$ cat src/fp_fmt_pkg.sv
// --------------------------------------------------
// single-precision format constants and word types
// shared by the classifiers and the multiply pipeline
// --------------------------------------------------
`default_nettype none

package fp_fmt_pkg;

  localparam int EXP_W     = 8;
  localparam int MAN_W     = 23;
  localparam int WORD_W    = 32;
  localparam int EXP_BIAS  = 127;
  localparam int EXP_MAX   = 255;              // all ones exponent
  localparam int SIG_W     = MAN_W + 1;        // mantissa with hidden one
  localparam int PROD_W    = 2 * SIG_W;
  localparam int EXP_INT_W = EXP_W + 2;        // signed working exponent

  localparam logic [EXP_W-1:0] EXP_ONES = EXP_W'(EXP_MAX);
  localparam logic [MAN_W-1:0] QNAN_MAN = {1'b1, {(MAN_W-1){1'b0}}};
  localparam logic [MAN_W-1:0] SNAN_MAN = {1'b0, {(MAN_W-1){1'b1}}};

  typedef struct packed {
    logic             sign;
    logic [EXP_W-1:0] exp;
    logic [MAN_W-1:0] man;
  } fp_fields_t;

  // one float word, seen raw on ports or split into fields
  typedef union packed {
    logic [WORD_W-1:0] raw;
    fp_fields_t        fields;
  } fp_word_t;

  // operand class as decoded from the fields
  typedef struct packed {
    logic zero;
    logic nan;       // any nan
    logic sig_nan;
    logic infty;
    logic denormal;
    logic sign;
  } fp_class_t;

endpackage

`default_nettype wire

$ cat src/fp_result_pkg.sv
// --------------------------------------------------
// multiply result and exception flag types, plus
// the result buffer sizing
// --------------------------------------------------
`default_nettype none

package fp_result_pkg;

  import fp_fmt_pkg::*;

  localparam int RES_DEPTH = 4;
  localparam int RES_PTR_W = 2;
  localparam int RES_CNT_W = RES_PTR_W + 1;   // holds 0..RES_DEPTH

  // ieee-style exception flags
  typedef struct packed {
    logic unimplemented;   // denormal operand
    logic invalid;
    logic overflow;
    logic underflow;
  } fp_flags_t;

  // one buffer entry
  typedef struct packed {
    fp_word_t  word;
    fp_flags_t flags;
  } fp_result_t;

endpackage

`default_nettype wire

$ cat src/fp_classify.sv
// --------------------------------------------------
// operand decoder: zero, nan, infinity, denormal
// --------------------------------------------------
`timescale 1ns/1ps
`default_nettype none

module fp_classify
  import fp_fmt_pkg::*;
(
  input  fp_word_t  operand_i,
  output fp_class_t class_o
);

  fp_fields_t fld;
  logic       exp_ones;
  logic       exp_zero;
  logic       man_zero;

  assign fld = operand_i.fields;

  assign exp_ones = (fld.exp == EXP_ONES);
  assign exp_zero = ~|fld.exp;
  assign man_zero = ~|fld.man;

  always_comb begin
    class_o.sign     = fld.sign;
    class_o.infty    = exp_ones & man_zero;
    class_o.nan      = exp_ones & ~man_zero;
    // quiet bit clear means signalling
    class_o.sig_nan  = exp_ones & ~man_zero & ~fld.man[MAN_W-1];
    class_o.zero     = exp_zero & man_zero;
    class_o.denormal = exp_zero & ~man_zero;
  end

endmodule

`default_nettype wire

$ cat src/fp_flag_accum.sv
// --------------------------------------------------
// sticky exception flags of all taken results
// --------------------------------------------------
`timescale 1ns/1ps
`default_nettype none

module fp_flag_accum
  import fp_result_pkg::*;
(
  input  logic      clk_i,
  input  logic      reset_i,
  input  logic      take_i,
  input  fp_flags_t flags_i,
  input  logic      clear_i,
  output fp_flags_t sticky_o
);

  fp_flags_t sticky_r;
  fp_flags_t kept;
  fp_flags_t added;

  assign kept  = clear_i ? '0 : sticky_r;   // clear drops only old bits
  assign added = take_i ? flags_i : '0;

  always_ff @(posedge clk_i) begin
    if (reset_i) begin
      sticky_r <= '0;
    end else begin
      sticky_r <= kept | added;
    end
  end

  assign sticky_o = sticky_r;

endmodule

`default_nettype wire

$ cat src/fp_mul_pipe.sv
// --------------------------------------------------
// three-stage single-precision multiplier with
// round to nearest-even and special-case results
// --------------------------------------------------
`timescale 1ns/1ps
`default_nettype none

module fp_mul_pipe
  import fp_fmt_pkg::*;
  import fp_result_pkg::*;
(
  input  logic       clk_i,
  input  logic       reset_i,
  input  logic       valid_i,
  input  fp_word_t   a_i,
  input  fp_word_t   b_i,
  input  fp_class_t  a_class_i,
  input  fp_class_t  b_class_i,
  input  logic       buf_full_i,
  input  logic       yumi_i,
  output logic       ready_o,
  output logic       v_o,
  output fp_result_t res_o
);

  logic stall;
  logic v_1_r, v_2_r, v_3_r;

  // whole pipe holds while the last result has nowhere to go
  assign stall   = v_3_r & buf_full_i & ~yumi_i;
  assign ready_o = ~stall;
  assign v_o     = v_3_r;

  always_ff @(posedge clk_i) begin
    if (reset_i) begin
      v_1_r <= 1'b0;
      v_2_r <= 1'b0;
      v_3_r <= 1'b0;
    end else if (~stall) begin
      v_1_r <= valid_i;
      v_2_r <= v_1_r;
      v_3_r <= v_2_r;
    end
  end

  logic                        sign_in;
  logic signed [EXP_INT_W-1:0] exp_in;
  logic [SIG_W-1:0]            sig_a, sig_b;

  assign sign_in = a_class_i.sign ^ b_class_i.sign;
  assign exp_in  = EXP_INT_W'(a_i.fields.exp) + EXP_INT_W'(b_i.fields.exp)
                   - EXP_INT_W'(EXP_BIAS);  // biased sum, one bias removed
  assign sig_a   = {1'b1, a_i.fields.man};   // hidden one
  assign sig_b   = {1'b1, b_i.fields.man};

  // stage 1
  logic                        sign_1_r;
  logic signed [EXP_INT_W-1:0] exp_1_r;
  fp_class_t                   a_class_1_r, b_class_1_r;
  logic [SIG_W-1:0]            sig_a_1_r, sig_b_1_r;

  always_ff @(posedge clk_i) begin
    if (valid_i & ~stall) begin
      sign_1_r    <= sign_in;
      exp_1_r     <= exp_in;
      a_class_1_r <= a_class_i;
      b_class_1_r <= b_class_i;
      sig_a_1_r   <= sig_a;
      sig_b_1_r   <= sig_b;
    end
  end

  // stage 2
  logic                        sign_2_r;
  logic signed [EXP_INT_W-1:0] exp_2_r;
  fp_class_t                   a_class_2_r, b_class_2_r;
  logic [PROD_W-1:0]           prod_2_r;

  always_ff @(posedge clk_i) begin
    if (v_1_r & ~stall) begin
      sign_2_r    <= sign_1_r;
      exp_2_r     <= exp_1_r;
      a_class_2_r <= a_class_1_r;
      b_class_2_r <= b_class_1_r;
      prod_2_r    <= PROD_W'(sig_a_1_r) * PROD_W'(sig_b_1_r);
    end
  end

  logic                        prod_top;
  logic [MAN_W-1:0]            man_norm;
  logic                        guard_b, round_b, sticky_b;
  logic                        round_up;
  logic signed [EXP_INT_W-1:0] exp_norm;

  // product is in [1,4), top bit set means shift right by one
  assign prod_top = prod_2_r[PROD_W-1];

  always_comb begin
    if (prod_top) begin
      man_norm = prod_2_r[PROD_W-2 -: MAN_W];
      guard_b  = prod_2_r[MAN_W];
      round_b  = prod_2_r[MAN_W-1];
      sticky_b = |prod_2_r[MAN_W-2:0];
    end else begin
      man_norm = prod_2_r[PROD_W-3 -: MAN_W];
      guard_b  = prod_2_r[MAN_W-1];
      round_b  = prod_2_r[MAN_W-2];
      sticky_b = |prod_2_r[MAN_W-3:0];
    end
  end

  assign round_up = guard_b & (round_b | sticky_b | man_norm[0]);  // ties to even
  assign exp_norm = exp_2_r + EXP_INT_W'(prod_top);

  // stage 3
  logic                        sign_3_r;
  logic signed [EXP_INT_W-1:0] exp_3_r;
  fp_class_t                   a_class_3_r, b_class_3_r;
  logic [MAN_W-1:0]            man_3_r;
  logic                        round_up_3_r;

  always_ff @(posedge clk_i) begin
    if (v_2_r & ~stall) begin
      sign_3_r     <= sign_2_r;
      exp_3_r      <= exp_norm;
      a_class_3_r  <= a_class_2_r;
      b_class_3_r  <= b_class_2_r;
      man_3_r      <= man_norm;
      round_up_3_r <= round_up;
    end
  end

  logic                        rnd_carry;
  logic [MAN_W-1:0]            man_rnd;
  logic signed [EXP_INT_W-1:0] exp_fin;

  // a carry leaves the mantissa all zero, so only the exponent moves
  assign {rnd_carry, man_rnd} = {1'b0, man_3_r} + SIG_W'(round_up_3_r);
  assign exp_fin = exp_3_r + EXP_INT_W'(rnd_carry);

  always_comb begin
    res_o.flags             = '0;
    res_o.word.fields.sign  = sign_3_r;
    res_o.word.fields.exp   = EXP_ONES;   // quiet nan unless overridden
    res_o.word.fields.man   = QNAN_MAN;
    if (a_class_3_r.sig_nan | b_class_3_r.sig_nan) begin
      res_o.word.fields.man = SNAN_MAN;
      res_o.flags.invalid   = 1'b1;
    end else if (a_class_3_r.nan | b_class_3_r.nan) begin
      res_o.flags           = '0;
    end else if ((a_class_3_r.infty & b_class_3_r.zero) |
                 (b_class_3_r.infty & a_class_3_r.zero)) begin
      res_o.flags.invalid   = 1'b1;
    end else if (a_class_3_r.infty | b_class_3_r.infty) begin
      res_o.word.fields.man = '0;
    end else if (a_class_3_r.zero | b_class_3_r.zero) begin
      res_o.word.fields.exp = '0;
      res_o.word.fields.man = '0;
    end else if (a_class_3_r.denormal & b_class_3_r.denormal) begin
      res_o.word.fields.exp = '0;
      res_o.word.fields.man = '0;
      res_o.flags.underflow = 1'b1;
    end else if (a_class_3_r.denormal | b_class_3_r.denormal) begin
      res_o.flags.unimplemented = 1'b1;
    end else if (exp_fin <= 0) begin
      res_o.word.fields.exp = '0;   // flush to zero
      res_o.word.fields.man = '0;
      res_o.flags.underflow = 1'b1;
    end else if (exp_fin >= EXP_MAX) begin
      res_o.word.fields.man = '0;
      res_o.flags.overflow  = 1'b1;
    end else begin
      res_o.word.fields.exp = exp_fin[EXP_W-1:0];
      res_o.word.fields.man = man_rnd;
    end
  end

endmodule

`default_nettype wire

$ cat src/fp_mul_unit.sv
// --------------------------------------------------
// floating-point multiply unit: classifiers, pipe,
// result buffer and sticky flags
// --------------------------------------------------
`timescale 1ns/1ps
`default_nettype none

module fp_mul_unit
  import fp_fmt_pkg::*;
  import fp_result_pkg::*;
(
  input  logic       clk_i,
  input  logic       reset_i,
  input  logic       valid_i,
  input  fp_word_t   a_i,
  input  fp_word_t   b_i,
  input  logic       yumi_i,
  input  logic       clear_flags_i,
  output logic       ready_o,
  output logic       res_valid_o,
  output fp_result_t res_o,
  output fp_flags_t  sticky_flags_o
);

  fp_class_t  a_class, b_class;
  logic       pipe_v;
  fp_result_t pipe_res;
  logic       buf_full;
  logic       take;

  assign take = res_valid_o & yumi_i;

  fp_classify u_classify_a (
    .operand_i (a_i),
    .class_o   (a_class)
  );

  fp_classify u_classify_b (
    .operand_i (b_i),
    .class_o   (b_class)
  );

  fp_mul_pipe u_mul_pipe (
    .clk_i      (clk_i),
    .reset_i    (reset_i),
    .valid_i    (valid_i),
    .a_i        (a_i),
    .b_i        (b_i),
    .a_class_i  (a_class),
    .b_class_i  (b_class),
    .buf_full_i (buf_full),
    .yumi_i     (yumi_i),
    .ready_o    (ready_o),
    .v_o        (pipe_v),
    .res_o      (pipe_res)
  );

  fp_result_fifo u_result_fifo (
    .clk_i     (clk_i),
    .reset_i   (reset_i),
    .wr_v_i    (pipe_v),
    .wr_data_i (pipe_res),
    .yumi_i    (yumi_i),
    .full_o    (buf_full),
    .v_o       (res_valid_o),
    .data_o    (res_o)
  );

  fp_flag_accum u_flag_accum (
    .clk_i    (clk_i),
    .reset_i  (reset_i),
    .take_i   (take),
    .flags_i  (res_o.flags),
    .clear_i  (clear_flags_i),
    .sticky_o (sticky_flags_o)
  );

endmodule

`default_nettype wire

$ cat src/fp_result_fifo.sv
// --------------------------------------------------
// four-entry result buffer, drained by yumi
// --------------------------------------------------
`timescale 1ns/1ps
`default_nettype none

module fp_result_fifo
  import fp_result_pkg::*;
(
  input  logic       clk_i,
  input  logic       reset_i,
  input  logic       wr_v_i,
  input  fp_result_t wr_data_i,
  input  logic       yumi_i,
  output logic       full_o,
  output logic       v_o,
  output fp_result_t data_o
);

  fp_result_t           mem [RES_DEPTH];
  logic [RES_PTR_W-1:0] wr_ptr_r, rd_ptr_r;
  logic [RES_CNT_W-1:0] count_r;
  logic                 enq, deq;

  assign full_o = (count_r == RES_CNT_W'(RES_DEPTH));
  assign v_o    = (count_r != '0);
  assign data_o = mem[rd_ptr_r];   // head visible right after the write

  assign deq = yumi_i & v_o;
  assign enq = wr_v_i & (~full_o | deq);  // full is fine if a slot frees now

  always_ff @(posedge clk_i) begin
    if (reset_i) begin
      wr_ptr_r <= '0;
      rd_ptr_r <= '0;
      count_r  <= '0;
    end else begin
      if (enq) begin
        wr_ptr_r <= wr_ptr_r + 1'b1;   // depth is a power of two
      end
      if (deq) begin
        rd_ptr_r <= rd_ptr_r + 1'b1;
      end
      count_r <= count_r + RES_CNT_W'(enq) - RES_CNT_W'(deq);
    end
  end

  always_ff @(posedge clk_i) begin
    if (enq) begin
      mem[wr_ptr_r] <= wr_data_i;
    end
  end

endmodule

`default_nettype wire

$ cat config.mk
export PLATFORM = sky130hd
export DESIGN_NAME = fp_mul_unit
export DESIGN_NICKNAME = d
export VERILOG_FILES = /design/src/fp_fmt_pkg.sv /design/src/fp_result_pkg.sv /design/src/fp_classify.sv /design/src/fp_flag_accum.sv /design/src/fp_mul_pipe.sv /design/src/fp_mul_unit.sv /design/src/fp_result_fifo.sv
export SDC_FILE = /design/constraint.sdc
export NUM_CORES = 2
export LEC_CHECK = 0
export BUFFER_PORTS_ARGS = -buffer_cell sky130_fd_sc_hd__buf_2
export CAP_MARGIN = 20
export CELL_PAD_IN_SITES_DETAIL_PLACEMENT = 0
export CELL_PAD_IN_SITES_GLOBAL_PLACEMENT = 2
export CORE_ASPECT_RATIO = 0.6
export CORE_MARGIN = 10
export CORE_UTILIZATION = 30
export DETAILED_ROUTE_END_ITERATION = 8
export PLACE_DENSITY = 0.67
export RECOVER_POWER = 25
export SLEW_MARGIN = 20
export SYNTH_ARGS = -nofsm -noshare
export SYNTH_HDL_FRONTEND = slang
export SYNTH_SLANG_ARGS = --single-unit
$ cat constraint.sdc
create_clock -name clk_i -period 13.7 [get_ports clk_i]
set_input_delay 0.685 -clock clk_i [delete_from_list [all_inputs] [get_ports clk_i]]
set_output_delay 0.685 -clock clk_i [all_outputs]
set_load 0.03 [all_outputs]
==> impl_metrics.py <==
metrics = {
    "detailed_routing": {
        "ant_nets": 0,
        "initialDrtViolationCount": 1526,
        "avgViaCountPerCell": 4.60,
        "wl_per_cell_um": 21.4,
        "wirelength_um": 94400,
        "drc": 0,
        "firstDrtPassIters": 5,
        "num_vias": 20300,
    },
    "layout": {
        "postLayoutCellArea_sq_mm": 0.0356,
        "final_layout_size_suffix_gt1_share_pct": 8.08,
        "final_nets": 3726,
        "num_antenna_cells": 0,
        "syn2layout_area_growth_pct": 10.9,
    },
    "floorplan": {
        "initial_utilization_pct": 30.4,
        "die_w_um": 442,
        "chipHeight_um": 273,
        "core_area_sq_mm": 0.106,
        "die_area_sq_mm": 0.121,
        "num_rows": 92,
        "pin_count": 111,
    },
    "setup_path": {
        "crit_arrival_ns": 8.89,
        "end_kind": "register",
        "startpoint_type": "register",
        "cp_cell_sequence": "clkbuf_1 -> nand2_1 -> fa_1 -> inv_1 -> ha_1 -> fa_1 -> ha_1 -> fa_1 -> inv_1 -> fa_1 -> fa_1 -> inv_1 -> ha_1 -> nand2_1 -> a32o_1 -> a21o_2 -> a2111o_1 -> a211oi_1 -> o2111ai_1 -> a21oi_1 -> mux2i_1 -> nand4_1",
        "reg2reg_slack_ns": 5.12,
        "crit_type": "reg -> reg",
        "crit_top_cell": "fa_1",
        "cp_slowest_cell": "clkbuf_1",
        "slowest_delay_ns": 1.17,
        "critical_path_required_ns": 14.01,
        "critPathBufInv": 4,
        "cpLargestDelayFamily": "adder cells",
        "path_max_fanout": 24,
    },
    "timing": {
        "finalHoldViolations": 0,
        "setup_viol": 0,
        "fmax_ghz": 0.117,
        "layout_min_cycle_time_ns": 8.58,
        "drv_slew": 115,
        "rsz0062_at_grt": "false",
        "relSlewSlack_pct": -112,
        "tns_ns": 0,
        "min_period_over_period_pct": 62.6,
        "tightest_slew_ns": 3.18,
        "holdWs_ns": 0.297,
        "finClkSkew_ns": 0.0229,
    },
    "clocking": {
        "cts-resized-gates": 0,
        "cts_buffer_depth": 3,
        "cts.sinks": 341,
        "path_clk_slew_ns": 0.06,
        "root_buffer": "clkbuf_16",
        "cts_made_buffers": 38,
        "cts.htree.levels": 2,
        "cts_setup_buffers": 0,
        "clk_latency_ns": 0.58,
        "cts_hold_buf": 0,
        "cts_tree": "built",
    },
    "synthesis": {
        "synth_top_cell_area_share_pct": 30.4,
        "synth_area_leaders": "edfxtp_1 30%, fa_1 30%, ha_1 7.6%",
        "synth_most_common_cell": "inv_1",
        "ys_types": 61,
        "synth.ff_latch_count": 341,
        "netlist_area_sq_mm": 0.0321,
        "yosys_warnings": 0,
        "syn_avg_cell_area_sq_um": 11.1,
        "yosysSeqAreaShare_pct": 31.4,
        "syn-num-nets": 3648,
        "synthCells": 2899,
        "yosysTopAreaCell": "edfxtp_1",
        "synth_commonest_cells": "590 x inv_1, 484 x fa_1, 325 x edfxtp_1",
        "synth-edff-count": 325,
        "ys_async_sr_fraction_pct": 0,
        "synth_ff_type": "edfxtp_1",
    },
    "global_routing": {
        "grtUsageTotal_pct": 15.8,
        "overflow": 0,
        "grt_pass1_vias": 21900,
        "grt_max_degree": 61,
        "grt_pass1_wl_um": 145000,
        "antenna_found_initial": 6,
    },
    "flow_run": {
        "maxCapViolations": 4,
    },
    "placement": {
        "io_buffers": 110,
        "place_congestion": 0.869,
        "hpwlAfterDp_um": 73200,
        "place_area_sq_mm": 0.0343,
    },
    "run_status": {
        "status": "finished with violations",
        "violations": "max-capacitance violations, max-slew violations",
    },
    "hold_path": {
        "worstHoldPathType": "in -> reg",
    },
}
-- placed cells by master (no fill, tap or decap), types with 58 or more instances in the layout --
cell and count:
nor2_1 103, fa_1 484, buf_2 62, ha_1 196, inv_1 590, clkbuf_1 58
and2_1 258, edfxtp_1 325, nand2_1 306
-- cells by family after synthesis --
family | after synthesis | share of synthesized area (%)
and+or+nand+nor | 809 | 12.4
xor gates and xnor gates | 97 | 2.65
muxes | 61 | 3.40
AOI/OAI and AO/OA | 194 | 3.87
DFF | 341 | 31.4
buffers and inverters | 717 | 8.39
adders and majority gates | 680 | 37.8
-- area by class of cell --
| type | count | area (sq um) |
|---|---|---|
| fill | 10700 | 70000 |
| multi-input combinational | 1841 | 19300 |
| sequential | 341 | 10100 |
| inverter | 592 | 2220 |
| tap | 1410 | 1760 |
| clock buffer | 46 | 1010 |
| timing repair buffer | 163 | 930 |
| clock inverter | 24 | 264 |
-- flip-flops by register name, indices dropped and copies added, names as in the netlist, 10 cells and up, named ones only --
name and count:
u_mul_pipe.exp_1_r 10, u_mul_pipe.exp_2_r 10, u_mul_pipe.exp_3_r 10, u_mul_pipe.man_3_r 23, u_mul_pipe.prod_2_r 48, u_mul_pipe.sig_a_1_r 23, u_mul_pipe.sig_b_1_r 23, u_result_fifo.mem 144
-- final timing paths --
check	depth (start not counted)	start	to
setup / recovery	22	u_mul_pipe.sig_a_1_r[0]	u_mul_pipe.prod_2_r[44]
hold / removal	1	b_i[19]	u_mul_pipe.sig_b_1_r[19]
setup reg to reg	22	u_mul_pipe.sig_a_1_r[0]	u_mul_pipe.prod_2_r[44]
hold reg to reg	0	u_mul_pipe.a_class_1_r[4]	u_mul_pipe.a_class_2_r[4]
-- routing by layer --
layer | share of wire, % | vias to the layer above | GRT usage [%]
li1 | - | 9294 | -
met2 | 37 | 526 | 20.6
met3 | 7.9 | 66 | 4.12
met4 | 0.89 | 0 | 2.13
met5 | 0 | - | 0
met1 | 55 | 10500 | 25.8
-- through the flow --
step,util (%),std cells,setup slack [ns]
finish,33.7,4417,5.12
floorplan,-,2899,6.92
detailed placement,32.5,4342,5.22
global route,33.7,4417,4.70
global placement,32.5,4339,5.28
CTS,33.7,4412,5.19
Power is left out: the tool's default activity adds up to more than one toggle a clock period on the data nets, which glitch-free logic cannot reach.
